**config.mk**
```make
export PLATFORM = sky130hd
export DESIGN_NAME = croc_rsp_mux
export DESIGN_NICKNAME = d
export VERILOG_FILES = /design/src/verilog/croc_bus_pkg.sv /design/src/verilog/croc_map_pkg.sv /design/src/verilog/croc_rsp_mux.sv
export SDC_FILE = /design/constraint.sdc
export NUM_CORES = 1
export LEC_CHECK = 0
export ABC_AREA = 1
export BUFFER_PORTS_ARGS = -buffer_cell sky130_fd_sc_hd__buf_2
export CAP_MARGIN = 20
export CORE_UTILIZATION = 29
export DETAILED_ROUTE_END_ITERATION = 8
export PLACE_DENSITY = 0.88
export REMOVE_ABC_BUFFERS = 1
export SLEW_MARGIN = 20
export SYNTH_ARGS = -nofsm -noshare
export SYNTH_HDL_FRONTEND = slang
export SYNTH_SLANG_ARGS = --single-unit
```
**constraint.sdc**
```tcl
create_clock -name clk_i -period 1.7 [get_ports clk_i]
set_input_delay 0.34 -clock clk_i [delete_from_list [all_inputs] [get_ports clk_i]]
set_output_delay 0.34 -clock clk_i [all_outputs]
set_load 0.1 [all_outputs]
```
**src/verilog/croc_bus_pkg.sv**
```systemverilog
// Bus widths and shared types of the data-side bus.
// Modules refer to these by scoped names.
`default_nettype none

package croc_bus_pkg;

  // ------------------------------------------------------------
  // Widths
  // ------------------------------------------------------------
  localparam int unsigned AddrWidth    = 32;
  localparam int unsigned DataWidth    = 32;
  localparam int unsigned BeWidth      = DataWidth / 8;

  // Address word split into 4 KiB page, word and byte lane
  localparam int unsigned PageWidth    = 20;
  localparam int unsigned WordIdxWidth = 10;
  localparam int unsigned LaneWidth    = 2;

  // ------------------------------------------------------------
  // Address word
  // ------------------------------------------------------------
  typedef struct packed {
    logic [PageWidth-1:0]    page;
    logic [WordIdxWidth-1:0] word_idx;
    logic [LaneWidth-1:0]    byte_lane;
  } croc_addr_fields_t;

  // Same 32 bits as a byte address or as separate fields
  typedef union packed {
    logic [AddrWidth-1:0] raw;
    croc_addr_fields_t    fields;
  } croc_addr_u;

  // Target selected by the address decoder
  typedef enum logic [1:0] {
    TgtSram    = 2'd0,
    TgtSocCtrl = 2'd1,
    TgtGpio    = 2'd2,
    TgtError   = 2'd3
  } croc_tgt_e;

endpackage

`default_nettype wire

```
**src/verilog/croc_map_pkg.sv**
```systemverilog
// Address map, register word indices and reset values.
// Shared by the decoder and the targets.
`default_nettype none

package croc_map_pkg;

  // ------------------------------------------------------------
  // Target pages (address bits 31:12)
  // ------------------------------------------------------------
  localparam logic [croc_bus_pkg::PageWidth-1:0] SramPage    = 20'h10000;
  localparam logic [croc_bus_pkg::PageWidth-1:0] SocCtrlPage = 20'h03000;
  localparam logic [croc_bus_pkg::PageWidth-1:0] GpioPage    = 20'h03005;

  // ------------------------------------------------------------
  // Register word indices
  // ------------------------------------------------------------
  // SoC control
  localparam logic [croc_bus_pkg::WordIdxWidth-1:0] RegBootAddr = 10'd0;
  localparam logic [croc_bus_pkg::WordIdxWidth-1:0] RegFetchEn  = 10'd1;

  // GPIO
  localparam logic [croc_bus_pkg::WordIdxWidth-1:0] RegGpioDir  = 10'd0;
  localparam logic [croc_bus_pkg::WordIdxWidth-1:0] RegGpioOut  = 10'd1;
  localparam logic [croc_bus_pkg::WordIdxWidth-1:0] RegGpioIn   = 10'd2;

  // ------------------------------------------------------------
  // Values
  // ------------------------------------------------------------
  // Core boots from the start of SRAM
  localparam logic [croc_bus_pkg::AddrWidth-1:0] BootAddrDefault = 32'h1000_0000;

  // Read data of an access that hits no target
  localparam logic [croc_bus_pkg::DataWidth-1:0] ErrRspData = 32'hBADC_AB1E;

endpackage

`default_nettype wire

```
**src/verilog/croc_rsp_mux.sv**
```systemverilog
// Response stage of the data bus.
// Tracks the accepted target and forms the response beat.
`default_nettype none
`timescale 1ns/100ps

module croc_rsp_mux (
  input  logic                               clk_i,
  input  logic                               arst_n_i,
  input  logic                               req_i,
  input  croc_bus_pkg::croc_tgt_e            tgt_i,
  input  logic [croc_bus_pkg::DataWidth-1:0] sram_rdata_i,
  input  logic [croc_bus_pkg::DataWidth-1:0] periph_rdata_i,
  output logic                               rvalid_o,
  output logic                               err_o,
  output logic [croc_bus_pkg::DataWidth-1:0] rdata_o
);

  logic                    rvalid_q;
  logic                    err_q;
  croc_bus_pkg::croc_tgt_e tgt_q;

  // One response per accepted request a cycle later
  always_ff @(posedge clk_i or negedge arst_n_i) begin
    if (!arst_n_i) begin
      rvalid_q <= 1'b0;
      err_q    <= 1'b0;
      tgt_q    <= croc_bus_pkg::TgtSram;
    end else begin
      rvalid_q <= req_i;
      err_q    <= req_i && (tgt_i == croc_bus_pkg::TgtError);
      if (req_i) begin
        tgt_q <= tgt_i;
      end
    end
  end

  // Error subordinate lives here
  always_comb begin
    unique case (tgt_q)
      croc_bus_pkg::TgtSram:    rdata_o = sram_rdata_i;
      croc_bus_pkg::TgtSocCtrl: rdata_o = periph_rdata_i;
      croc_bus_pkg::TgtGpio:    rdata_o = periph_rdata_i;
      default:                  rdata_o = croc_map_pkg::ErrRspData;
    endcase
  end

  assign rvalid_o = rvalid_q;
  assign err_o    = err_q;

  err_with_rvalid_a : assert property (
    @(posedge clk_i) disable iff (!arst_n_i) err_o |-> rvalid_o
  ) else $error("error flag outside a response beat");

endmodule

`default_nettype wire

```
==> results.yml, run 1 <==
synthesis:
  synth_sequential_area_ratio_pct: 15.01
  ys_types: 13
  ys.warnings.count: 0
  ys_ff_latch: 4
  synth_area_leader_cell: "nand2_1"
  synth_area_leaders: "nand2_1, dfrtp_1, a21oi_2"
  syn-instance-count: 119
  area_fraction_of_the_dominant_cell_type_after_synthesis_pct: 37.15
  cell_area_after_synthesis_um2: 666.9
  synthesis.area_per_instance_um2: 5.604
clocking:
  clock_sinks: 4
  cts.root.buffer_cell: "clkbuf_4"
  clockBufferDepth: 2
  tritoncts.num_buffers: 3
  htree_num_levels: 1
floorplanning:
  num_rows: 16
  die-height_um: 49.96
  floorplan.die.width_um: 49.96
  start_util_pct: 32.34
  pin_count: 103
placed_design:
  post-place-ws_ns: -0.08328
  gpl.final_weighted_congestion: 0.7011
  place.detailed.hpwl_um: 2766
  buffer_ports.inserted: 102
  dp.cells: 245
sta:
  endpoint_type: "primary output"
  grt_repair_worst_endpoint: "rdata_o[24]"
grt:
  grt_start_max_net_pins: 24
status:
  halt_reason: "[ERROR DPL-0038] Utilization greater than 100%, impossible to legalize"
  stop_stage: "global routing (5_1_grt)"
  run_status: "stopped before the end"
==> cell usage after synthesis <==
cell,instances
nand2_1,66
a21oi_2,11
buf_6,3
a21oi_1,2
inv_1,3
nand3_1,19
ha_1,2
dfrtp_1,4
nor2_1,1
buf_2,3
o21ai_0,2
inv_2,1
buf_4,2
==> timing repair <==
| action | CTS |
|---|---|
| pin swaps | 3 |
| hold endpoints to repair | 4 |
| buffers inserted | 1 |
| hold buffers | 1 |
| endpoints found under the setup margin | 32 |
| cloned | 2 |
| resized for setup | 31 |
==> logic make-up after synthesis <==
kind of cell,share of synthesized area [%]
simple gates,51.97
compound gates,17.45
buf+inv,11.82
flops,15.01
fa+ha+maj,3.752
==> per-stage QoR <==
stage          hold WS (ns)  TNS (ns)  instance area, um^2
4_1_cts              0.2594    -4.943                 1893
3_5_place_dp         0.1484   -0.1541                 1703
3_3_place_gp         0.1446         0                 1703
2_1_floorplan       0.04441    -22.28                603.1
==> inputs of run 2 (changes only) <==
- CORE_AREA: default -> 2 2 63 65
- CORE_UTILIZATION: 29 -> default
- DIE_AREA: default -> 0 0 65 67
- PLACE_DENSITY: 0.88 -> default
- PLACE_DENSITY_LB_ADDON: default -> 0.15
==> run 2 against run 1 <==
The flow now finishes, with violations (negative setup slack). Synthesized area stayed put. Synthesized cell count stayed put.
==> results.yml, run 2 <==
layout:
  fin_nets: 302
  fillerInstances: 330
  area.growth.synth_to_final_pct: 204.3
  final_util_pct: 56.28
  multiInputGateArea_um2: 635.6
  layout_common_cells: "buf_2, nand2_1, buf_12"
  drive_gt1_share_pct: 69.87
  layout_commonest_cell: "buf_2"
  final_design_area_no_fill_um2: 2029
  diodes: 0
  flip_flop_count_of_the_largest_register_all_copies_and_words_added: 2
  regArea_um2: 100.1
  top_register: "tgt_q"
min_path:
  hp-class: "in2reg"
sta:
  worst_margin_pin_slew_ns: 0.4919
  hold_viol_final: 0
  timing.slew.headroom_pct: 67.43
  rsz0062_at_grt: "true"
  fmaxAchievable_mhz: 533.0
  slew_violations: 0
  setup_ws_ns: -0.1761
  fin_worst_skew_ns: 0
  final-setup-viol-count: 32
  final.period_utilization_pct: 110.4
  finalWorstPathRequiredPeriod_ns: 1.876
placed_design:
  buffer_ports.inserted: 102
  placed_cell_area_um2: 1757
  place.detailed.hpwl_um: 2449
  post-place-ws_ns: -0.04566
  gpl.final_weighted_congestion: 0.7127
pwr:
  power_frac_clock_pct: 8.3
  p_comb_share_pct: 87.2
  power_switching_share_pct: 57.76
  vdd_ir_drop_max_uv: 435.4
  p_int_w: 0.0009920
  leak_pwr_nw: 1.042
  power_density_nw_per_um2: 1157
  seq_power_share_pct: 4.5
  p_sw_w: 0.001356
status:
  failing_checks: "negative setup slack"
  run_status: "complete, but fails checks"
detailed_routing:
  drcViolationCount: 0
  postRouteWirelength_um: 3202
  routed_length_per_instance_um: 11.56
  antenna_left: 0
  detail_route.first_pass.iterations: 4
  route.detailed.vias_per_inst: 4.242
  detailedRoute.firstIterationViolations: 19
  num_vias: 1175
grt:
  number_of_global_route_vias_before_repair: 1084
  track_usage_pct: 13.57
  grt_first_pass_wirelength_um: 4685
  grt_start_max_net_pins: 20
  grt_antenna_before_repair: 0
  global_route.overflow_total: 0
flow_run:
  timing.max_cap.violations: 0
synthesis:
  ys_types: 13
  main_combinational_cell_family_by_area_after_synthesis: "simple AND/OR/NAND/NOR gates"
  ys.warnings.count: 0
  synth.top_cells.by_count: "nand2_1, nand3_1, a21oi_2"
  number_of_synthesized_flops_with_an_enable_pin: 0
  ys_ff_latch: 4
  synth_area_leader_cell: "nand2_1"
  synth_compound_gate_area_share_pct: 17.45
  ys.flop_type: "dfrtp_1"
  synthMostInstantiatedCell: "nand2_1"
  synth_sequential_area_ratio_pct: 15.01
  syn-instance-count: 119
  synth-xor-area-share_pct: 0
  synth_simple_gate_area_share_pct: 51.97
  synth_area_leaders: "nand2_1, dfrtp_1, a21oi_2"
  ys_async_sr_fraction_pct: 100.0
  cell_area_after_synthesis_um2: 666.9
  post_synth_fa_ha_maj_area_fraction_pct: 3.752
  synthesis.area_per_instance_um2: 5.604
  area_fraction_of_the_dominant_cell_type_after_synthesis_pct: 37.15
  synthMuxAreaShare_pct: 0
floorplanning:
  die-height_um: 67
  die_area_um2: 4355
  placeableCoreArea_um2: 3606
  pin_count: 103
  floorplan.die.width_um: 65
  start_util_pct: 18.49
  num_rows: 22
critical_path:
  r2r-start: "tgt_q[0]"
  arrival_ns: 1.54
  worst_r2r_endpoint: "tgt_q[0]"
  r2r_cells: 5
  cp-endpoint: "rdata_o[26]"
  worst_setup_path_start_kind: "flip-flop"
  cp_max_fo: 10
  req_time_crit_path_ns: 1.36
  end_kind: "primary output"
  timing.setup.critical_path_class: "reg2out"
  startpoint: "tgt_q[0]"
  rrSetupSlack_ns: 0.69
clocking:
  clockBufferDepth: 2
  clock_sinks: 4
  tritoncts: "done"
  cts.root.buffer_cell: "clkbuf_8"
  htree_num_levels: 1
  clk-insertion-delay-late_ns: 0.21
  tritoncts.num_buffers: 3
  clk_slew_on_worst_s_h_paths_ns: 0.03
run 2: cells by family (layout without fill, tap and decap cells):
family | Yosys count | after routing
AO/OA/AOI/OAI | 15 | 15
adder cells (fa/ha/maj) | 2 | 2
buffers and inverters | 12 | 122
flip-flops | 4 | 4
AND/OR/NAND/NOR | 86 | 86
run 2: layout make-up:
class | count | share of cell area [%]
well taps | 48 | 2.959
inverters | 4 | 1.356
flip-flops and latches | 4 | 4.932
multi-input cells | 103 | 31.32
clock buffers | 3 | 2.035
repair buffers | 115 | 57.40
run 2: repair_timing:
| item | CTS | global route |
|---|---|---|
| endpoints found under the setup margin | 32 | 32 |
| buffers inserted | 3 | 1 |
| gates cloned | 1 | 0 |
| resized for setup | 31 | 10 |
| hold endpoints to repair | 4 | 0 |
| hold buffers | 1 | 0 |
run 2: through the flow:
step / setup TNS (ns) / hold WS [ns] / total power [W] / std cells
finish: -4.004 / 0.2828 / 0.002348 / 277
global placement: -0.01866 / 0.1467 / 0.002029 / 268
detailed placement: -0.2991 / 0.1470 / 0.002036 / 268
CTS: -3.927 / 0.2779 / 0.002336 / 276
global route: -5.513 / 0.2879 / 0.002432 / 277
floorplan: -22.28 / 0.04441 / 0.001264 / 111
run 2: power by group through the flow:
stage               combinational [W]  sequential, W  clock [W]
floorplan                     0.00114       0.000122          0
global placement              0.00192       0.000106          0
detailed placement            0.00193       0.000106          0
CTS                           0.00203       0.000106   0.000199
global route                  0.00212       0.000106   0.000208
finish                        0.00205       0.000106   0.000194
run 2: worst min path at each step:
stage / from / slack [ns] / to / cells after the start
2_1_floorplan: arst_n_i / 0.04 / err_o / 0
3_3_place_gp: arst_n_i / 0.15 / rvalid_o / 1
3_5_place_dp: arst_n_i / 0.15 / rvalid_o / 1
4_1_cts: req_i / 0.28 / rvalid_o / 1
5_1_grt: req_i / 0.29 / rvalid_o / 1
6_report: req_i / 0.28 / rvalid_o / 1
run 2: worst max-delay path, stage by stage (launching register included):
cell and delay, ns:
dfrtp_1 0.36, inv_2 0.07, ha_4 0.31, buf_12 0.14
nand2_1 0.06, a21oi_2 0.18, buf_12 0.20
run 2: per-layer routing:
metal  global-route usage, %  vias up  wire, um
met5                       0        -         0
met4                   3.989        0        25
met3                   2.872        4       303
met2                   27.45       57      1686
met1                   13.71      512      1186
li1                        -      602         -
Power figures use the tool's default switching activity.
