File: src/verilog/croc_bus_pkg.sv
// Bus widths and shared types of the data-side bus.
// Modules refer to these by scoped names.
`default_nettype none

package croc_bus_pkg;

  // ------------------------------------------------------------
  // Widths
  // ------------------------------------------------------------
  localparam int unsigned AddrWidth    = 32;
  localparam int unsigned DataWidth    = 32;
  localparam int unsigned BeWidth      = DataWidth / 8;

  // Address word split into 4 KiB page, word and byte lane
  localparam int unsigned PageWidth    = 20;
  localparam int unsigned WordIdxWidth = 10;
  localparam int unsigned LaneWidth    = 2;

  // ------------------------------------------------------------
  // Address word
  // ------------------------------------------------------------
  typedef struct packed {
    logic [PageWidth-1:0]    page;
    logic [WordIdxWidth-1:0] word_idx;
    logic [LaneWidth-1:0]    byte_lane;
  } croc_addr_fields_t;

  // Same 32 bits as a byte address or as separate fields
  typedef union packed {
    logic [AddrWidth-1:0] raw;
    croc_addr_fields_t    fields;
  } croc_addr_u;

  // Target selected by the address decoder
  typedef enum logic [1:0] {
    TgtSram    = 2'd0,
    TgtSocCtrl = 2'd1,
    TgtGpio    = 2'd2,
    TgtError   = 2'd3
  } croc_tgt_e;

endpackage

`default_nettype wire

File: src/verilog/croc_map_pkg.sv
// Address map, register word indices and reset values.
// Shared by the decoder and the targets.
`default_nettype none

package croc_map_pkg;

  // ------------------------------------------------------------
  // Target pages (address bits 31:12)
  // ------------------------------------------------------------
  localparam logic [croc_bus_pkg::PageWidth-1:0] SramPage    = 20'h10000;
  localparam logic [croc_bus_pkg::PageWidth-1:0] SocCtrlPage = 20'h03000;
  localparam logic [croc_bus_pkg::PageWidth-1:0] GpioPage    = 20'h03005;

  // ------------------------------------------------------------
  // Register word indices
  // ------------------------------------------------------------
  // SoC control
  localparam logic [croc_bus_pkg::WordIdxWidth-1:0] RegBootAddr = 10'd0;
  localparam logic [croc_bus_pkg::WordIdxWidth-1:0] RegFetchEn  = 10'd1;

  // GPIO
  localparam logic [croc_bus_pkg::WordIdxWidth-1:0] RegGpioDir  = 10'd0;
  localparam logic [croc_bus_pkg::WordIdxWidth-1:0] RegGpioOut  = 10'd1;
  localparam logic [croc_bus_pkg::WordIdxWidth-1:0] RegGpioIn   = 10'd2;

  // ------------------------------------------------------------
  // Values
  // ------------------------------------------------------------
  // Core boots from the start of SRAM
  localparam logic [croc_bus_pkg::AddrWidth-1:0] BootAddrDefault = 32'h1000_0000;

  // Read data of an access that hits no target
  localparam logic [croc_bus_pkg::DataWidth-1:0] ErrRspData = 32'hBADC_AB1E;

endpackage

`default_nettype wire

File: src/verilog/croc_addr_decode.sv
// Combinational address decoder of the data bus.
// Picks one target per request and extracts the word index.
`default_nettype none
`timescale 1ns/100ps

module croc_addr_decode #(
  parameter int unsigned BankNumWords = 256
) (
  input  logic                                    req_i,
  input  croc_bus_pkg::croc_addr_u                addr_i,
  output croc_bus_pkg::croc_tgt_e                 tgt_o,
  output logic [croc_bus_pkg::WordIdxWidth-1:0]   word_idx_o,
  output logic                                    sram_req_o,
  output logic                                    soc_req_o,
  output logic                                    gpio_req_o
);

  logic in_bank;
  logic sram_hit;
  logic soc_hit;
  logic gpio_hit;

  assign word_idx_o = addr_i.fields.word_idx;

  // SRAM page is only partly populated
  assign in_bank  = 32'(addr_i.fields.word_idx) < BankNumWords;
  assign sram_hit = (addr_i.fields.page == croc_map_pkg::SramPage) && in_bank;
  assign soc_hit  = addr_i.fields.page == croc_map_pkg::SocCtrlPage;
  assign gpio_hit = addr_i.fields.page == croc_map_pkg::GpioPage;

  always_comb begin
    tgt_o = croc_bus_pkg::TgtError;
    if (sram_hit) begin
      tgt_o = croc_bus_pkg::TgtSram;
    end else if (soc_hit) begin
      tgt_o = croc_bus_pkg::TgtSocCtrl;
    end else if (gpio_hit) begin
      tgt_o = croc_bus_pkg::TgtGpio;
    end
  end

  // Error target has no enable of its own
  assign sram_req_o = req_i && sram_hit;
  assign soc_req_o  = req_i && soc_hit;
  assign gpio_req_o = req_i && gpio_hit;

  // ------------------------------------------------------------
  // Checks
  // ------------------------------------------------------------
  // Map pages must not overlap
  one_target_a : assert final ($onehot0({sram_req_o, soc_req_o, gpio_req_o}))
    else $error("decoder enabled more than one target");

endmodule

`default_nettype wire

File: config.mk
export PLATFORM = sky130hd
export DESIGN_NAME = croc_addr_decode
export DESIGN_NICKNAME = d
export VERILOG_FILES = /design/src/verilog/croc_bus_pkg.sv /design/src/verilog/croc_map_pkg.sv /design/src/verilog/croc_addr_decode.sv
export SDC_FILE = /design/constraint.sdc
export NUM_CORES = 1
export LEC_CHECK = 0
export ABC_CLOCK_PERIOD_IN_PS = 800
export BUFFER_PORTS_ARGS = -buffer_cell sky130_fd_sc_hd__buf_4
export CORE_AREA = 2 2 39 41
export DETAILED_ROUTE_END_ITERATION = 7
export DIE_AREA = 0 0 41 43
export PLACE_DENSITY_LB_ADDON = 0.05
export RECOVER_POWER = 100
export SLEW_MARGIN = 20
export SYNTH_ARGS = -nofsm -noshare
export SYNTH_HDL_FRONTEND = slang
export SYNTH_SLANG_ARGS = --single-unit
File: constraint.sdc
create_clock -name vclk -period 0.8
set_clock_uncertainty 0.15 [all_clocks]
set_input_delay 0.04 -clock vclk [all_inputs]
set_output_delay 0.04 -clock vclk [all_outputs]
set_load 0.01 [all_outputs]
==> qor.yml, run 1 <==
status:
  status: "finished with violations"
  violations: "negative setup slack"
critical_path:
  path_buf_inv: 2
  crit_arrival_ns: 0.98
  path_class: "input port to primary output"
  required_ns: 0.61
  cp-start-kind: "input port"
  crit_slowest_cell: "nor4_4"
  cp-end-kind: "primary output"
  crit_family: "simple AND/OR/NAND/NOR gates"
  slowest_delay_ns: 0.25
  path_cells: "buf_4 > nor4_4 > and4_1 > a21bo_1 > buf_6"
  critical_path.max_fanout: 2
die:
  die_area_um2: 1760
  core_um2: 1380
  die_w_um: 41
  die_h_um: 43
  boundaryPins: 48
  rows: 14
  initial_core_util_pct: 15.6
routing:
  wl_per_cell_um: 10.8
  dr.pass1.iters: 2
  drc: 0
  ant_nets: 0
  wl_um: 781
  vias_per_cell: 4.25
  vias: 306
  drtIter0Drc: 1
power:
  p_leak_nw: 0.213
  powerDensity_nw_per_um2: 374
  vdd_drop_max_mv: 0.133
  finalPower_mw: 0.198
sta:
  setup_violations: 5
  final_hold_viol_count: 0
  fin_crit_ns: 1.17
  fin_crit_sh_pct: 146
  max_freq_mhz: 855
  rsz0062_at_grt: "true"
  tightestPinTransition_ns: 0.218
  fin_tns_setup_ns: -1.62
  fin_hold_ws_ns: 0.150
  drv_slew: 0
  fin_ws_ns: -0.370
  relSlewSlack_pct: 85.4
cells_and_area:
  stdcell_count: 72
  layout-drive-gt1-share_pct: 62.5
  final_core_util_pct: 38.2
  nFlopsAndLatches: 0
  register_area_um2: 0
  final_nets: 91
  syn2layout_area_growth_pct: 145
  n_clock_buffer: 0
  final_cell_mix: "20 x buf_4, 8 x clkdlybuf4s25_1, 8 x buf_6"
  fin_area_um2: 529
  diodes: 0
  final_common_cell: "buf_4"
grt:
  grt_max_degree: 4
  track_usage_pct: 7.79
  overflow: 0
  grt_pass1_vias: 259
  antenna_found_initial: 0
  grt_pass1_wl_um: 1030
logic_synthesis:
  yosysWarnings: 0
  ys_seq_area_share_pct: 0
  syn_inst: 28
  synth_top_cell_by_area: "buf_4"
  postSynthAreaPerCell_um2: 7.73
  synth_area_um2: 216
  syn_nets: 61
  netlist.area_leader.share_pct: 34.7
  ys_top_cells_by_area: "buf_4 35%, nor4_2 12%, nor4_4 9.8%"
  synth_cell_types: 13
placed_design:
  place_ws_ns: -0.415
  place_hpwl_um: 642
  dp_cells: 64
  place_congestion: 0.520
  place.port_buffers: 30
  postPlaceCellArea_um2: 412
run:
  drv_cap: 0
hold_path:
  hp-class: "input port to primary output"
clock_network:
  post_cts_buffers: 0
routing by layer:
metal | vias to the layer above | routed length, um | GRT usage [%]
met2 | 18 | 461 | 14.1
li1 | 151 | - | -
met3 | 0 | 88 | 0.524
met5 | - | 0 | 0
met4 | 0 | 0 | 0
met1 | 137 | 231 | 10.1
worst paths after layout:
check             cells after the start  slack (ns)  startpoint       endpoint
setup / recovery                      5       -0.37  addr_i[22]       tgt_o[1]
hold / removal                        2        0.15  addr_i[10]  word_idx_o[8]
where the power goes:
group | internal (mW) | total (mW) | switching [mW]
registers | 0 | 0 | 0
logic | 0.127 | 0.198 | 0.0709
clock network | 0 | 0 | 0
total | 0.127 | 0.198 | 0.0709
synthesized netlist by cell type:
| library cell | instances |
|---|---|
| nand4b_1 | 1 |
| nand2_1 | 1 |
| and3b_1 | 1 |
| nor4_2 | 2 |
| a21bo_1 | 2 |
| nor4b_1 | 1 |
| nor2_1 | 4 |
| and4_1 | 1 |
| nand4_1 | 1 |
| nor3_1 | 2 |
| nor4_4 | 1 |
| nand3_1 | 1 |
| buf_4 | 10 |
cell families after synthesis:
| kind of cell | after synthesis | share of synthesized area (%) |
|---|---|---|
| buf+inv | 10 | 34.7 |
| compound gates | 2 | 9.25 |
| simple gates | 16 | 56.1 |
area by class of cell:
| cell class | count | area (um^2) |
|---|---|---|
| fillers | 156 | 855 |
| multi-input cells | 18 | 181 |
| well taps | 16 | 20.0 |
| repair buffers | 38 | 328 |
timing repair:
action / in CTS / in global routing
endpoints found under the setup margin: 5 / 13
pin swaps: 6 / 3
endpoints found under the hold margin: 8 / 0
hold buffers: 8 / 0
gates resized for setup: 8 / 10
Note: power is estimated with default switching activity, not from simulation.
==> run 2: changes to the inputs <==
--- a/config.mk
+++ b/config.mk
@@ -12,7 +12,9 @@
 export DIE_AREA = 0 0 41 43
 export PLACE_DENSITY_LB_ADDON = 0.05
 export RECOVER_POWER = 100
+export SETUP_SLACK_MARGIN = 0.05
 export SLEW_MARGIN = 20
 export SYNTH_ARGS = -nofsm -noshare
 export SYNTH_HDL_FRONTEND = slang
 export SYNTH_SLANG_ARGS = --single-unit
+export TNS_END_PERCENT = 20
==> qor.yml, run 2 (synthesized netlist as in run 1, its figures left out) <==
power:
  power.internal_mw: 0.0980  # was 0.127 mW
  power_switching_mw: 0.0504  # was 0.0709 mW
  power_frac_clock_pct: 0  # about the same
  finalPower_mw: 0.148  # was 0.198 mW
  p_seq_share_pct: 0  # about the same
  swShare_pct: 34.0  # was 35.8%
  p_leak_nw: 0.181  # was 0.213 nW
  vdd_drop_max_mv: 0.0951  # was 0.133 mV
  powerDensity_nw_per_um2: 342  # was 374 nW/um^2
  p_comb_share_pct: 100.0  # about the same
grt:
  grtUsageMet3_pct: 1.57  # was 0.524%
  grt_pass1_vias: 273  # was 259
  use_met2_pct: 16.3  # was 14.1%
  antenna_found_initial: 0  # unchanged
  grt_pass1_wl_um: 1160  # was 1030 um
  met1_usage_pct: 10.1  # unchanged
  track_usage_pct: 8.69  # was 7.79%
  overflow: 0  # unchanged
  top_usage_layer: "met2"  # unchanged
  grt_max_degree: 4  # unchanged
routing:
  dr.pass1.iters: 2  # unchanged
  ant_nets: 0  # unchanged
  drc: 0  # unchanged
  vias: 284  # was 306
  wl_per_cell_um: 11.6  # was 10.8 um
  vias_per_cell: 4.37  # was 4.25
  wl_um: 752  # was 781 um
  drtIter0Drc: 1  # unchanged
cells_and_area:
  final_cell_mix: "21 x buf_4, 8 x buf_6, 4 x nor2_1"  # was 20 x buf_4, 8 x clkdlybuf4s25_1, 8 x buf_6
  final_nets: 84  # was 91
  final_core_util_pct: 31.4  # was 38.2%
  syn2layout_area_growth_pct: 101  # was 145%
  layout-drive-gt1-share_pct: 65.3  # was 62.5%
  diodes: 0  # unchanged
  register_area_um2: 0  # unchanged
  nFlopsAndLatches: 0  # unchanged
  n_clock_buffer: 0  # unchanged
  final_common_cell: "buf_4"  # unchanged
die:
  core_um2: 1380  # unchanged
  initial_core_util_pct: 15.6  # unchanged
  rows: 14  # unchanged
  die_h_um: 43  # unchanged
  boundaryPins: 48  # unchanged
  die_w_um: 41  # unchanged
  die_area_um2: 1760  # unchanged
critical_path:
  crit_slowest_cell: "nor4_4"  # unchanged
  critical_path.max_fanout: 2  # unchanged
  crit_arrival_ns: 0.96  # was 0.98 ns
  required_ns: 0.61  # about the same
  cp-start-kind: "input port"  # unchanged
  path_class: "input port to primary output"  # unchanged
  path_cells: "buf_6 > nor4_4 > and4_1 > a21bo_1 > buf_6"  # was buf_4 > nor4_4 > and4_1 > a21bo_1 > buf_6
  cp-end-kind: "primary output"  # unchanged
  slowest_delay_ns: 0.27  # was 0.25 ns
  crit_top_cell: "buf_6"
sta:
  fin_crit_ns: 1.15  # was 1.17 ns
  final_hold_viol_count: 8  # was 0
  fin_crit_sh_pct: 144  # was 146%
  tightestPinTransition_ns: 0.239  # was 0.218 ns
  setup_violations: 5  # unchanged
  drv_slew: 0  # unchanged
  fin_tns_setup_ns: -1.70  # was -1.62 ns
  fin_hold_ws_ns: -0.0700  # was 0.150 ns
  max_freq_mhz: 866  # was 855 MHz
  fin_ws_ns: -0.355  # was -0.370 ns
  relSlewSlack_pct: 83.8  # was 85.4%
  rsz0062_at_grt: "true"  # unchanged
hold_path:
  hold_depth: 0  # was 2
  hp-class: "input port to primary output"  # unchanged
  worstHoldEndpoint: "word_idx_o[3]"  # was word_idx_o[8]
  worstHoldStart: "addr_i[5]"  # was addr_i[10]
placed_design:
  place.port_buffers: 30  # unchanged
  place_ws_ns: -0.413  # was -0.415 ns
  place_hpwl_um: 685  # was 642 um
  place_congestion: 0.519  # was 0.520
run:
  drv_cap: 0  # unchanged
status:
  status: "finished with violations"  # unchanged
  violations: "negative hold slack, negative setup slack"  # was negative setup slack
==> run 2: cell types whose count changed in the layout (fill, tap and decap cells not counted) <==
cell,before,now
nor4b_1,0,1
nor2_2,3,0
clkdlybuf4s25_1,8,0
nor2_1,1,4
nor4b_4,1,0
buf_4,20,21
==> run 2: routing by layer <==
metal | share of wire [%] | vias up
met3 | 16 | 0
met5 | 0 | -
met1 | 32 | 126
met2 | 52 | 22
li1 | - | 136
met4 | 0 | 0
==> run 2: area by class of cell <==
type	instances	area, um^2
timing repair buffer	31	255
tap	16	20.0
multi-input combinational	18	159
fill	155	950
==> run 2: through the flow <==
step                      cells  area (um^2)
after global placement       65          412
final                        65          434
after CTS                    65          442
after global routing         65          434
after floorplan              28          234
after detailed placement     65          412
==> run 2: what timing repair did <==
item / in CTS / in global routing
setup endpoints to repair: 5 / 5
pin swaps: 5 / 1
buffers inserted: 0 / 0
hold endpoints to repair: 8 / 8
gates resized for setup: 8 / 0
==> run 2: worst max-delay path, delay by kind of cell <==
family | cells | cell delay (ns)
AOI/OAI and AO/OA | 1 | 0.21
and+or+nand+nor | 2 | 0.50
buffers and inverters | 2 | 0.21
==> run 2: power by group through the flow <==
stage	Sequential [mW]	Combinational (mW)	Clock [mW]
global placement	0	0.138	0
global route	0	0.159	0
CTS	0	0.154	0
finish	0	0.148	0
floorplan	0	0.0704	0
detailed placement	0	0.143	0
==> run 2: worst max-delay path by stage <==
stage | endpoint | startpoint | cells past startpoint | slack, ns
after floorplan | tgt_o[0] | addr_i[29] | 3 | -0.12
after global placement | tgt_o[1] | addr_i[23] | 5 | -0.40
after detailed placement | tgt_o[0] | addr_i[23] | 5 | -0.41
after CTS | tgt_o[0] | addr_i[30] | 5 | -0.38
after global routing | soc_req_o | addr_i[26] | 6 | -0.45
final | tgt_o[0] | addr_i[30] | 5 | -0.35
==> run 3: changes to the inputs <==
--- a/config.mk
+++ b/config.mk
@@ -10,7 +10,7 @@
 export CORE_AREA = 2 2 39 41
 export DETAILED_ROUTE_END_ITERATION = 7
 export DIE_AREA = 0 0 41 43
-export PLACE_DENSITY_LB_ADDON = 0.05
+export PLACE_DENSITY = 0.67
 export RECOVER_POWER = 100
 export SETUP_SLACK_MARGIN = 0.05
 export SLEW_MARGIN = 20
==> qor.yml, run 3 (synthesized netlist as in run 1, its figures left out) <==
status:
  status: "finished with violations"  # unchanged
  violations: "negative hold slack, negative setup slack"  # unchanged
cells_and_area:
  register_area_um2: 0  # unchanged
  n_clock_buffer: 0  # unchanged
  layout-drive-gt1-share_pct: 66.7  # was 65.3%
  final_common_cell: "buf_4"  # unchanged
  diodes: 0  # unchanged
  final_nets: 83  # was 84
  syn2layout_area_growth_pct: 98.3  # was 101%
  fin_area_um2: 429  # was 434 um^2
  final_cell_mix: "21 x buf_4, 7 x buf_6, 4 x nor2_1"  # was 21 x buf_4, 8 x buf_6, 4 x nor2_1
  nFlopsAndLatches: 0  # unchanged
  stdcell_count: 64  # was 65
routing:
  wl_per_cell_um: 11.0  # was 11.6 um
  drtIter0Drc: 1  # unchanged
  vias_per_cell: 4.39  # was 4.37
  ant_nets: 0  # unchanged
  vias: 281  # was 284
  dr.pass1.iters: 4  # was 2
  wl_um: 707  # was 752 um
  drc: 0  # unchanged
sta:
  tightestPinTransition_ns: 0.207  # was 0.239 ns
  setup_violations: 5  # unchanged
  final_hold_viol_count: 8  # unchanged
  max_freq_mhz: 859  # was 866 MHz
  fin_crit_ns: 1.16  # was 1.15 ns
  fin_crit_sh_pct: 146  # was 144%
  drv_slew: 0  # unchanged
  fin_ws_ns: -0.364  # was -0.355 ns
  rsz0062_at_grt: "true"  # unchanged
  fin_hold_ws_ns: -0.0700  # about the same
  relSlewSlack_pct: 86.1  # was 83.8%
critical_path:
  required_ns: 0.61  # about the same
  path_cells: "buf_6 > nor4_4 > and4_1 > a21bo_1 > buf_6"  # unchanged
  cp.depth: 5  # unchanged
  cp-endpoint: "tgt_o[1]"  # was tgt_o[0]
  worstSetupStartpoint: "addr_i[26]"  # was addr_i[30]
  crit_top_cell: "buf_6"  # unchanged
  cp-start-kind: "input port"  # unchanged
  crit_family: "simple AND/OR/NAND/NOR gates"  # unchanged
  crit_slowest_cell: "nor4_4"  # unchanged
  critical_path.max_fanout: 2  # unchanged
  path_class: "input port to primary output"  # unchanged
  crit_arrival_ns: 0.97  # was 0.96 ns
  slowest_delay_ns: 0.27  # about the same
  cp-end-kind: "primary output"  # unchanged
  path_buf_inv: 2  # unchanged
placed_design:
  place_congestion: 0.536  # was 0.519
  place_hpwl_um: 641  # was 685 um
  postPlaceCellArea_um2: 404  # was 412 um^2
  dp_cells: 64  # was 65
  place.port_buffers: 30  # unchanged
  place_ws_ns: -0.416  # was -0.413 ns
power:
  vdd_drop_max_mv: 0.0944  # was 0.0951 mV
  finalPower_mw: 0.146  # was 0.148 mW
  powerDensity_nw_per_um2: 341  # was 342 nW/um^2
  p_leak_nw: 0.176  # was 0.181 nW
grt:
  overflow: 0  # unchanged
  grt_pass1_wl_um: 1010  # was 1160 um
  track_usage_pct: 7.69  # was 8.69%
  grt_pass1_vias: 269  # was 273
  grt_max_degree: 4  # unchanged
  antenna_found_initial: 0  # unchanged
die:
  die_area_um2: 1760  # unchanged
  boundaryPins: 48  # unchanged
  die_w_um: 41  # unchanged
  die_h_um: 43  # unchanged
  initial_core_util_pct: 15.6  # unchanged
  rows: 14  # unchanged
  core_um2: 1380  # unchanged
run:
  drv_cap: 0  # unchanged
hold_path:
  hp-class: "input port to primary output"  # unchanged
==> run 3: cell types whose count changed in the layout (fill, tap and decap cells not counted) <==
cell     previous run  this run
nor4b_2             0         1
buf_6               8         7
nor4b_1             1         0
==> run 3: how the worst min path moves through the flow <==
stage | start | endpoint | cells past startpoint
2_1_floorplan | addr_i[2] | word_idx_o[0] | 1
5_1_grt | addr_i[2] | word_idx_o[0] | 0
4_1_cts | addr_i[4] | word_idx_o[2] | 0
6_report | addr_i[7] | word_idx_o[5] | 0
3_3_place_gp | addr_i[4] | word_idx_o[2] | 0
3_5_place_dp | addr_i[4] | word_idx_o[2] | 0
==> run 3: layout make-up <==
type	instances	area, um^2
fillers	155	955
repair buffers	30	244
multi-input cells	18	165
well taps	16	20.0
==> run 3: timing repair <==
action                                  CTS  global route
pin swaps                                 5             3
buffers inserted                          0             0
endpoints found under the hold margin     8             8
endpoints found under the setup margin    5             5
gates resized for setup                   7             1
==> run 3: power breakdown <==
group	switching (mW)	internal, mW
combinational	0.0504	0.0958
sequential	0	0
clock	0	0
==> run 3: layer usage <==
metal / vias to the layer above / track usage (%) / wire length, um
met3: 0 / 1.05 / 145
li1: 135 / - / -
met4: 0 / 0.667 / 0
met1: 119 / 7.28 / 215
met5: - / 0 / 0
met2: 27 / 15.9 / 346
==> run 3: per-stage QoR <==
stage               hold slack, ns  util (%)  TNS (ns)
detailed placement         -0.0699      29.2     -1.80
global route               -0.0700      31.0     -1.88
floorplan                   0.0218         -    -0.403
finish                     -0.0700      31.0     -1.47
global placement           -0.0699      29.2     -1.87
CTS                        -0.0699      31.3     -1.57
