File: src/verilog/croc_bus_pkg.sv
// Bus widths and shared types of the data-side bus.
// Modules refer to these by scoped names.
`default_nettype none

package croc_bus_pkg;

  // ------------------------------------------------------------
  // Widths
  // ------------------------------------------------------------
  localparam int unsigned AddrWidth    = 32;
  localparam int unsigned DataWidth    = 32;
  localparam int unsigned BeWidth      = DataWidth / 8;

  // Address word split into 4 KiB page, word and byte lane
  localparam int unsigned PageWidth    = 20;
  localparam int unsigned WordIdxWidth = 10;
  localparam int unsigned LaneWidth    = 2;

  // ------------------------------------------------------------
  // Address word
  // ------------------------------------------------------------
  typedef struct packed {
    logic [PageWidth-1:0]    page;
    logic [WordIdxWidth-1:0] word_idx;
    logic [LaneWidth-1:0]    byte_lane;
  } croc_addr_fields_t;

  // Same 32 bits as a byte address or as separate fields
  typedef union packed {
    logic [AddrWidth-1:0] raw;
    croc_addr_fields_t    fields;
  } croc_addr_u;

  // Target selected by the address decoder
  typedef enum logic [1:0] {
    TgtSram    = 2'd0,
    TgtSocCtrl = 2'd1,
    TgtGpio    = 2'd2,
    TgtError   = 2'd3
  } croc_tgt_e;

endpackage

`default_nettype wire

File: src/verilog/croc_map_pkg.sv
// Address map, register word indices and reset values.
// Shared by the decoder and the targets.
`default_nettype none

package croc_map_pkg;

  // ------------------------------------------------------------
  // Target pages (address bits 31:12)
  // ------------------------------------------------------------
  localparam logic [croc_bus_pkg::PageWidth-1:0] SramPage    = 20'h10000;
  localparam logic [croc_bus_pkg::PageWidth-1:0] SocCtrlPage = 20'h03000;
  localparam logic [croc_bus_pkg::PageWidth-1:0] GpioPage    = 20'h03005;

  // ------------------------------------------------------------
  // Register word indices
  // ------------------------------------------------------------
  // SoC control
  localparam logic [croc_bus_pkg::WordIdxWidth-1:0] RegBootAddr = 10'd0;
  localparam logic [croc_bus_pkg::WordIdxWidth-1:0] RegFetchEn  = 10'd1;

  // GPIO
  localparam logic [croc_bus_pkg::WordIdxWidth-1:0] RegGpioDir  = 10'd0;
  localparam logic [croc_bus_pkg::WordIdxWidth-1:0] RegGpioOut  = 10'd1;
  localparam logic [croc_bus_pkg::WordIdxWidth-1:0] RegGpioIn   = 10'd2;

  // ------------------------------------------------------------
  // Values
  // ------------------------------------------------------------
  // Core boots from the start of SRAM
  localparam logic [croc_bus_pkg::AddrWidth-1:0] BootAddrDefault = 32'h1000_0000;

  // Read data of an access that hits no target
  localparam logic [croc_bus_pkg::DataWidth-1:0] ErrRspData = 32'hBADC_AB1E;

endpackage

`default_nettype wire

File: src/verilog/croc_periph_regs.sv
// SoC control and GPIO registers behind the data bus.
// Full-word accesses only, read data one cycle after the request.
`default_nettype none
`timescale 1ns/100ps

module croc_periph_regs #(
  parameter int unsigned GpioCount = 16
) (
  input  logic                                  clk_i,
  input  logic                                  arst_n_i,
  input  logic                                  soc_req_i,
  input  logic                                  gpio_req_i,
  input  logic                                  we_i,
  input  logic [croc_bus_pkg::WordIdxWidth-1:0] word_idx_i,
  input  logic [croc_bus_pkg::DataWidth-1:0]    wdata_i,
  input  logic [GpioCount-1:0]                  gpio_i,
  output logic [croc_bus_pkg::DataWidth-1:0]    rdata_o,
  output logic [croc_bus_pkg::AddrWidth-1:0]    boot_addr_o,
  output logic                                  fetch_enable_o,
  output logic [GpioCount-1:0]                  gpio_o,
  output logic [GpioCount-1:0]                  gpio_out_en_o,
  output logic [GpioCount-1:0]                  gpio_in_sync_o
);

  logic [croc_bus_pkg::AddrWidth-1:0] boot_addr_q;
  logic                               fetch_en_q;
  logic [GpioCount-1:0]               gpio_dir_q;
  logic [GpioCount-1:0]               gpio_out_q;
  logic [GpioCount-1:0]               gpio_meta_q;
  logic [GpioCount-1:0]               gpio_sync_q;
  logic [croc_bus_pkg::DataWidth-1:0] rdata_d;
  logic [croc_bus_pkg::DataWidth-1:0] rdata_q;

  // ------------------------------------------------------------
  // Register writes
  // ------------------------------------------------------------
  always_ff @(posedge clk_i or negedge arst_n_i) begin
    if (!arst_n_i) begin
      boot_addr_q <= croc_map_pkg::BootAddrDefault;
      fetch_en_q  <= 1'b0;
      gpio_dir_q  <= '0;
      gpio_out_q  <= '0;
    end else if (we_i) begin
      if (soc_req_i && (word_idx_i == croc_map_pkg::RegBootAddr)) begin
        boot_addr_q <= wdata_i;
      end
      if (soc_req_i && (word_idx_i == croc_map_pkg::RegFetchEn)) begin
        fetch_en_q <= wdata_i[0];
      end
      if (gpio_req_i && (word_idx_i == croc_map_pkg::RegGpioDir)) begin
        gpio_dir_q <= wdata_i[GpioCount-1:0];
      end
      if (gpio_req_i && (word_idx_i == croc_map_pkg::RegGpioOut)) begin
        gpio_out_q <= wdata_i[GpioCount-1:0];
      end
    end
  end

  // Two-flop synchronizer on the pads
  always_ff @(posedge clk_i or negedge arst_n_i) begin
    if (!arst_n_i) begin
      gpio_meta_q <= '0;
      gpio_sync_q <= '0;
    end else begin
      gpio_meta_q <= gpio_i;
      gpio_sync_q <= gpio_meta_q;
    end
  end

  // ------------------------------------------------------------
  // Read path
  // ------------------------------------------------------------
  always_comb begin
    rdata_d = '0;
    if (soc_req_i) begin
      if (word_idx_i == croc_map_pkg::RegBootAddr) rdata_d = boot_addr_q;
      if (word_idx_i == croc_map_pkg::RegFetchEn)  rdata_d[0] = fetch_en_q;
    end else if (gpio_req_i) begin
      if (word_idx_i == croc_map_pkg::RegGpioDir) rdata_d[GpioCount-1:0] = gpio_dir_q;
      if (word_idx_i == croc_map_pkg::RegGpioOut) rdata_d[GpioCount-1:0] = gpio_out_q;
      if (word_idx_i == croc_map_pkg::RegGpioIn)  rdata_d[GpioCount-1:0] = gpio_sync_q;
    end
  end

  always_ff @(posedge clk_i) begin
    if ((soc_req_i || gpio_req_i) && !we_i) begin
      rdata_q <= rdata_d;
    end
  end

  assign rdata_o        = rdata_q;
  assign boot_addr_o    = boot_addr_q;
  assign fetch_enable_o = fetch_en_q;
  assign gpio_o         = gpio_out_q;
  assign gpio_out_en_o  = gpio_dir_q;
  assign gpio_in_sync_o = gpio_sync_q;

  // Both blocks share one read register
  one_block_a : assert property (
    @(posedge clk_i) disable iff (!arst_n_i) !(soc_req_i && gpio_req_i)
  ) else $error("SoC control and GPIO selected together");

endmodule

`default_nettype wire

File: config.mk
export PLATFORM = sky130hd
export DESIGN_NAME = croc_periph_regs
export DESIGN_NICKNAME = d
export VERILOG_FILES = /design/src/verilog/croc_bus_pkg.sv /design/src/verilog/croc_map_pkg.sv /design/src/verilog/croc_periph_regs.sv
export SDC_FILE = /design/constraint.sdc
export NUM_CORES = 1
export LEC_CHECK = 0
export ABC_AREA = 1
export BUFFER_PORTS_ARGS = -buffer_cell sky130_fd_sc_hd__buf_4
export CAP_MARGIN = 25
export CORE_UTILIZATION = 30
export CTS_BUF_LIST = sky130_fd_sc_hd__clkbuf_8
export DETAILED_ROUTE_END_ITERATION = 6
export PLACE_DENSITY = 0.58
export REMOVE_ABC_BUFFERS = 1
export SLEW_MARGIN = 0
export SYNTH_ARGS = -nofsm -noshare
export SYNTH_HDL_FRONTEND = slang
export SYNTH_SLANG_ARGS = --single-unit
File: constraint.sdc
create_clock -name clk_i -period 1.3 [get_ports clk_i]
set_clock_uncertainty 0.2 [all_clocks]
set_input_delay 0.26 -clock clk_i [delete_from_list [all_inputs] [get_ports clk_i]]
set_output_delay 0.26 -clock clk_i [all_outputs]
set_load 0.03 [all_outputs]
==> results of run 1 <==
-- metrics by stage --
step / utilization / power [µW] / hold WS, ps
after detailed placement: 0.424 / 5250 / -107
after global placement: 0.424 / 5250 / -105
final: 0.579 / 8610 / 142
after global routing: 0.579 / 8960 / 146
after CTS: 0.543 / 8650 / 89.6
after floorplan: - / 4690 / -236
-- metal layers --
layer,track usage,part of all wire,up-vias
met2,0.333,0.50,207
met5,0,0,-
li1,-,-,2552
met4,0.0685,0.017,0
met1,0.245,0.41,2578
met3,0.0570,0.070,27
-- where the power goes --
group          switching (µW)  internal (µW)  total [µW]  leakage, µW
Combinational             587            576        1160      0.00337
Sequential               58.8           4260        4320      0.00143
Clock                    1550           1580        3130     0.000197
-- registers in the layout, summed over array words and instances, names as in the netlist --
register,cells
boot_addr_o,32
rdata_o,32
gpio_in_sync_o,16
gpio_meta_q,16
gpio_o,16
gpio_out_en_o,16
fetch_enable_o,1
-- cells in the final DEF (no fill, tap or decap), types with 2 or more instances in the layout --
cell type	n
buf_12	14
buf_16	2
buf_4	144
buf_6	153
buf_8	5
clkbuf_16	6
clkbuf_8	23
clkinv_2	4
dfrtp_1	96
dlygate4sd3_1	50
edfxtp_1	32
inv_1	100
inv_2	2
nand2_1	100
nand2_2	21
nand2_4	2
nand3_1	54
nand3_2	27
nand4_1	16
nor2_1	19
nor2_4	9
o21ai_0	15
o21ai_1	26
o21ai_2	7
or2_4	16
-- logic make-up after synthesis --
| logic type | after synthesis |
|---|---|
| AOI/OAI and AO/OA | 49 |
| DFF | 129 |
| and+or+nand+nor | 267 |
| buffers and inverters | 131 |
-- path summary, 6_finish.rpt --
kind | endpoint | slack, ps | cells after the start
max | boot_addr_o[28] | -260 | 1
min | fetch_enable_o | 140 | 6
max reg2reg | rdata_o[11] | -230 | 7
min reg2reg | gpio_in_sync_o[15] | 140 | 0
max in group asynchronous | boot_addr_o[16] | 130 | 3
min in group asynchronous | boot_addr_o[11] | 180 | 3
-- tightest hold or removal path: stages --
cell and delay [ps]:
buf_4 130, nand2_1 90, buf_4 110, o21bai_1 70
nand2_1 50, inv_1 30
-- timing repair --
action,in CTS,in global routing
pin swaps,17,37
hold buffers,50,0
setup endpoints to repair,165,184
endpoints found under the hold margin,178,0
cloned,3,9
setup buffers,52,28
resized for setup,188,96
-- cell type report --
class | count | share of cell area
Clock inverter | 8 | 0.00385
Inverter | 100 | 0.0372
Sequential cell | 129 | 0.336
Antenna cell | 1 | 0.000248
Clock buffer | 23 | 0.0314
Tap cell | 225 | 0.0279
Timing Repair Buffer | 374 | 0.383
Multi-Input combinational cell | 316 | 0.180
==> metrics.yaml, run 1 <==
synth_common_cells: "121 x nand2_1, 98 x inv_1, 96 x dfrtp_1"
first_pass_iters: 5
fmax_mhz: 642
crit_path_end_kind: "primary output"
tns_ps: -19880
setup_viol: 150
synth_warnings: 0
postRouteAntennaNets: 0
vias: 5364
grt_util_all_layers: 0.199
crit_buf_inv: 1
postSynthAreaPerCell_um2: 9.35
slew_viol_final: 0
vias_per_cell: 4.56
rsz0062_at_grt: "yes"
overflow: 0
cts_buffers: 17
portBuffers: 175
postPlaceCellArea_um2: 7390
placed_cells_incl_taps: 1004
ys_types: 21
synthAdderAreaFrac: 0
synth_async_sr_flop_share: 0.752
synth-simple-area-share: 0.227
worstPathMaxFanout: 2
synthesis.area_um2: 5380
final-hold-violation-count: 0
final_cells: 1176
power_leakage_uw: 0.00500
cts_max_level: 4
synth_enable_flop_cells: 32
synthFlopType: "dfrtp_1"
period_needed_ps: 1560
synth_top_area_share: 0.446
crit_slowest_cell: "dfstp_2"
die_h_um: 136
status: "finished with violations"
synth_compound_area_frac: 0.0460
arrival_ps: 1100
relSlewSlack: 0.611
grt_start_max_net_pins: 43
maxCapViolCount: 0
fin_area_um2: 10100
wl_per_cell_um: 16.4
slowest_delay_ps: 540
drc: 0
synth_mux_area_frac: 0
core-area_um2: 17400
wl_mm: 19.3
hpwlAfterDp_mm: 11.1
die_w_um: 136
yosysTopAreaCell: "dfrtp_1"
syn_to_final_growth_pct: 87.3
netlist_instances: 576
synth_top_family_by_area: "simple AND/OR/NAND/NOR gates"
clockBufferDepth: 2
synth-seq-cells: 129
synth.area.top_cells: "dfrtp_1 45%, edfxtp_1 18%, nand2_1 8.4%"
fp-row-count: 48
failed_checks: "negative setup slack"
die-area_um2: 18500
startpoint_type: "flip-flop"
min_from: "we_i"
path_clk_slew_ps: 70
powerDensity_nw_per_um2: 854
crit_family: "flip-flops"
fin_ws_ps: -257
ir_worst_vdd_mv: 0.548
first_global_vias: 5201
drt-initial-drc-count: 277
r2r-start: "gpio_out_en_o[11]"
yosysSeqAreaShare: 0.630
crit_path_start: "boot_addr_o[28]"
place.gp.congestion: 0.777
worst_slew_pin_slew_ps: 582
layout.nets: 1001
drive_gt1_frac: 0.463
synthXorXnorAreaFrac: 0
nFillCells: 1470
cp_cell_sequence: "buf_6"
antenna_found_initial: 1
start_util: 0.309
grt_pass1_wl_mm: 27.3
final-seq-area_um2: 3390
path_class: "flip-flop to primary output"
synthMostInstantiatedCell: "nand2_1"
cts_tree: "done"
critical_path_required_ps: 840
fin_crit_sh: 1.20
ioPinCount: 176
root_buffer: "clkbuf_8"
cts.sinks: 129
clk_latency_ps: 430
multi_input_area_um2: 1810
dp_slack_ps: -541
hold_class: "primary input to flip-flop"
No activity file was read; power rests on OpenSTA's default activity.
==> inputs of run 2 (changes only) <==
clock period = 1.36 ns   (was 1.3 ns; I/O delays follow)
==> metrics.yaml, run 2 (synthesis gave the netlist of run 1 again) <==
final-hold-violation-count: 0
crit_family: "flip-flops"
slew_viol_final: 0
r2r-start: "gpio_out_en_o[3]"
ir_worst_vdd_mv: 0.581
fp-row-count: 48
root_buffer: "clkbuf_8"
diodes: 0
vias_per_cell: 4.44
grt_start_max_net_pins: 43
drive_gt1_frac: 0.408
final_cell_mix: "150 x buf_4, 133 x buf_6, 119 x nand2_1"
relSlewSlack: 0.406
postPlaceCellArea_um2: 7390
place.gp.congestion: 0.786
arrival_ps: 1120
mostFrequentLayoutCell: "buf_4"
nFillCells: 1581
fin_crit_sh: 1.17
fmax_mhz: 628
r2r_end: "rdata_o[3]"
status: "finished with violations"
vias: 5096
multi_input_area_um2: 1650
combPwrFrac: 0.127
postRouteAntennaNets: 0
path_clk_slew_ps: 80
drt-initial-drc-count: 262
netSwitchingFraction: 0.259
cts_buffers: 17
hpwlAfterDp_mm: 11.3
fin_ws_ps: -234
critical_path_required_ps: 890
start_util: 0.309
grt_pass1_wl_mm: 26.0
worst_slew_pin_slew_ps: 890
hold_class: "primary input to async pin"
powerDensity_nw_per_um2: 893
crit_path_end_kind: "primary output"
wl_mm: 17.3
maxCapViolCount: 0
first_pass_iters: 4
path_class: "flip-flop to primary output"
finish.utilization: 0.544
cts.sinks: 129
slowest_delay_ps: 540
crit_slowest_cell: "dfstp_2"
die_w_um: 136
syn_to_final_growth_pct: 75.9
setup_viol: 134
cts_max_level: 4
final_cells: 1147
die_h_um: 136
placed_cells_incl_taps: 1004
regToRegSetupSlack_ps: -50
portBuffers: 175
failed_checks: "negative setup slack"
rsz0062_at_grt: "yes"
antenna_found_initial: 0
layout.nets: 972
cts_tree: "done"
core-area_um2: 17400
ioPinCount: 176
worstPathMaxFanout: 2
internal-power_uw: 6270
overflow: 0
startpoint_type: "flip-flop"
r2r_cells: 6
grt_util_all_layers: 0.190
final-seq-area_um2: 3390
cp_cell_sequence: "buf_6"
clockBufferDepth: 2
pwr-share-seq: 0.488
drc: 0
wl_per_cell_um: 15.1
power.switching_uw: 2190
crit_buf_inv: 1
power_leakage_uw: 0.00471
period_needed_ps: 1590
p_total_uw: 8460
clk_latency_ps: 450
first_global_vias: 4980
power_frac_clock: 0.385
die-area_um2: 18500
crit_path_start: "boot_addr_o[28]"
fin_area_um2: 9470
hold_ws_ps: 56.0
-- run 2: power by group through the flow --
stage	clock network, µW	logic [µW]	registers (µW)
6_report	3260	1080	4130
3_3_place_gp	0	825	4190
3_5_place_dp	0	826	4200
4_1_cts	3350	1030	4130
5_1_grt	3510	1150	4140
2_1_floorplan	0	113	4370
-- run 2: through the flow --
step / setup slack [ps] / TNS [ps]
after floorplan: -1240 / -130810
after global placement: -458 / -45740
after detailed placement: -509 / -47940
after CTS: -269 / -18160
after global routing: -288 / -22010
final: -234 / -14380
-- run 2: worst max path at each step --
stage | endpoint | slack (ps) | cells past startpoint
2_1_floorplan | boot_addr_o[0] | -1240 | 6
3_3_place_gp | rdata_o[24] | -460 | 8
3_5_place_dp | rdata_o[24] | -510 | 8
4_1_cts | boot_addr_o[28] | -270 | 1
5_1_grt | boot_addr_o[28] | -290 | 1
6_report | boot_addr_o[28] | -230 | 1
-- run 2: what timing repair did --
action	in CTS	in global routing
hold buffers	49	0
hold endpoints to repair	178	0
gates cloned	0	2
gates resized for setup	132	49
setup buffers	44	18
setup endpoints to repair	125	204
pin swaps	0	20
-- run 2: routing by layer --
layer	share of wire	vias up	wire length (µm)	GRT usage
li1	-	2484	-	-
met1	0.42	2406	7280	0.229
met2	0.48	183	8400	0.319
met3	0.081	23	1400	0.0600
met4	0.015	0	261	0.0685
met5	0	-	0	0
-- run 2: layout make-up --
class / count / share of cell area
Clock buffer: 18 / 0.0262
Clock inverter: 14 / 0.0147
Inverter: 100 / 0.0396
Multi-Input combinational cell: 316 / 0.175
Sequential cell: 129 / 0.358
Tap cell: 225 / 0.0297
Timing Repair Buffer: 345 / 0.357
==> inputs of run 3 (changes only) <==
MAX_ROUTING_LAYER = met4   (was not set)
==> metrics.yaml, run 3 (synthesis gave the netlist of run 1 again) <==
fp-row-count: 48
power.switching_uw: 2190
crit_slowest_cell: "dfstp_2"
mostFrequentLayoutCell: "buf_4"
critical_path_required_ps: 890
hold_class: "primary input to async pin"
fmax_mhz: 628
internal-power_uw: 6270
place.gp.congestion: 0.797
worst_slew_pin_slew_ps: 868
r2r_cells: 6
ir_worst_vdd_mv: 0.580
r2r_end: "rdata_o[3]"
rsz0062_at_grt: "yes"
cts.sinks: 129
regToRegSetupSlack_ps: -50
core-area_um2: 17400
hpwlAfterDp_mm: 11.3
first_global_vias: 4975
slowest_delay_ps: 540
startpoint_type: "flip-flop"
syn_to_final_growth_pct: 75.9
wl_per_cell_um: 15.1
fin_ws_ps: -233
power_frac_clock: 0.385
overflow: 0
path_clk_slew_ps: 80
portBuffers: 175
cp.depth: 1
status: "finished with violations"
placed_cells_incl_taps: 1004
drive_gt1_frac: 0.408
drc: 0
final-hold-violation-count: 0
clk_latency_ps: 450
die_w_um: 136
power_leakage_uw: 0.00471
die-area_um2: 18500
powerDensity_nw_per_um2: 893
final_cell_mix: "150 x buf_4, 133 x buf_6, 119 x nand2_1"
ioPinCount: 176
cp-endpoint: "boot_addr_o[28]"
combPwrFrac: 0.127
diodes: 0
cts_tree: "done"
cts_buffers: 17
setup_viol: 133
cp_cell_sequence: "buf_6"
slew_viol_final: 0
failed_checks: "negative setup slack"
cts_max_level: 4
tns_ps: -14280
final_cells: 1147
postRouteAntennaNets: 0
crit_family: "flip-flops"
vias: 5105
fin_crit_sh: 1.17
p_total_uw: 8460
crit_buf_inv: 1
die_h_um: 136
netSwitchingFraction: 0.259
maxCapViolCount: 0
crit_path_end_kind: "primary output"
clockBufferDepth: 2
r2r-start: "gpio_out_en_o[3]"
wl_mm: 17.3
pwr-share-seq: 0.488
root_buffer: "clkbuf_8"
antenna_found_initial: 0
path_class: "flip-flop to primary output"
first_pass_iters: 4
vias_per_cell: 4.45
worstPathMaxFanout: 2
layout.nets: 972
drt-initial-drc-count: 240
period_needed_ps: 1590
start_util: 0.309
arrival_ps: 1120
grt_pass1_wl_mm: 26.0
relSlewSlack: 0.421
grt_start_max_net_pins: 43
crit_path_start: "boot_addr_o[28]"
grt_util_all_layers: 0.196
[run 3: cell type report]
type | instances | area (µm²)
clock inverters | 14 | 139
fillers | 1581 | 7950
clock buffers | 18 | 248
repair buffers | 345 | 3380
multi-input cells | 316 | 1650
well taps | 225 | 282
inverters | 100 | 375
flip-flops and latches | 129 | 3390
[run 3: metrics by stage]
| stage | worst slack (ps) | util | area (µm²) | hold slack [ps] |
|---|---|---|---|---|
| floorplan | -1240 | - | 5240 | -224 |
| finish | -233 | 0.544 | 9470 | 57.5 |
| CTS | -269 | 0.522 | 9090 | 21.9 |
| global route | -285 | 0.544 | 9470 | 63.7 |
| global placement | -458 | 0.424 | 7390 | -16.0 |
| detailed placement | -509 | 0.424 | 7390 | -14.5 |
[run 3: power by group through the flow]
stage,clock (µW),combinational [µW],sequential (µW)
final,3260,1080,4130
after global routing,3510,1150,4140
after CTS,3350,1030,4130
after detailed placement,0,826,4200
after global placement,0,825,4190
after floorplan,0,113,4370
[run 3: timing repair]
action | in CTS | in global routing
cloned | 0 | 2
setup endpoints to repair | 125 | 204
hold endpoints to repair | 178 | 0
setup buffers | 44 | 18
pin swaps | 0 | 20
resized for setup | 132 | 49
hold buffers | 49 | 0
[run 3: worst min-delay path by stage]
stage	slack (ps)	startpoint	end	depth (start not counted)
after floorplan	-220	arst_n_i	boot_addr_o[0]	0
after global placement	-20	arst_n_i	boot_addr_o[16]	1
after detailed placement	-10	arst_n_i	boot_addr_o[16]	1
after CTS	20	arst_n_i	boot_addr_o[31]	2
after global routing	60	arst_n_i	boot_addr_o[30]	2
final	60	arst_n_i	boot_addr_o[11]	2
[run 3: per-layer routing]
layer	share of wire	track usage
met5	0	-
met4	0.015	0.0685
met3	0.072	0.0544
met2	0.49	0.319
met1	0.43	0.232
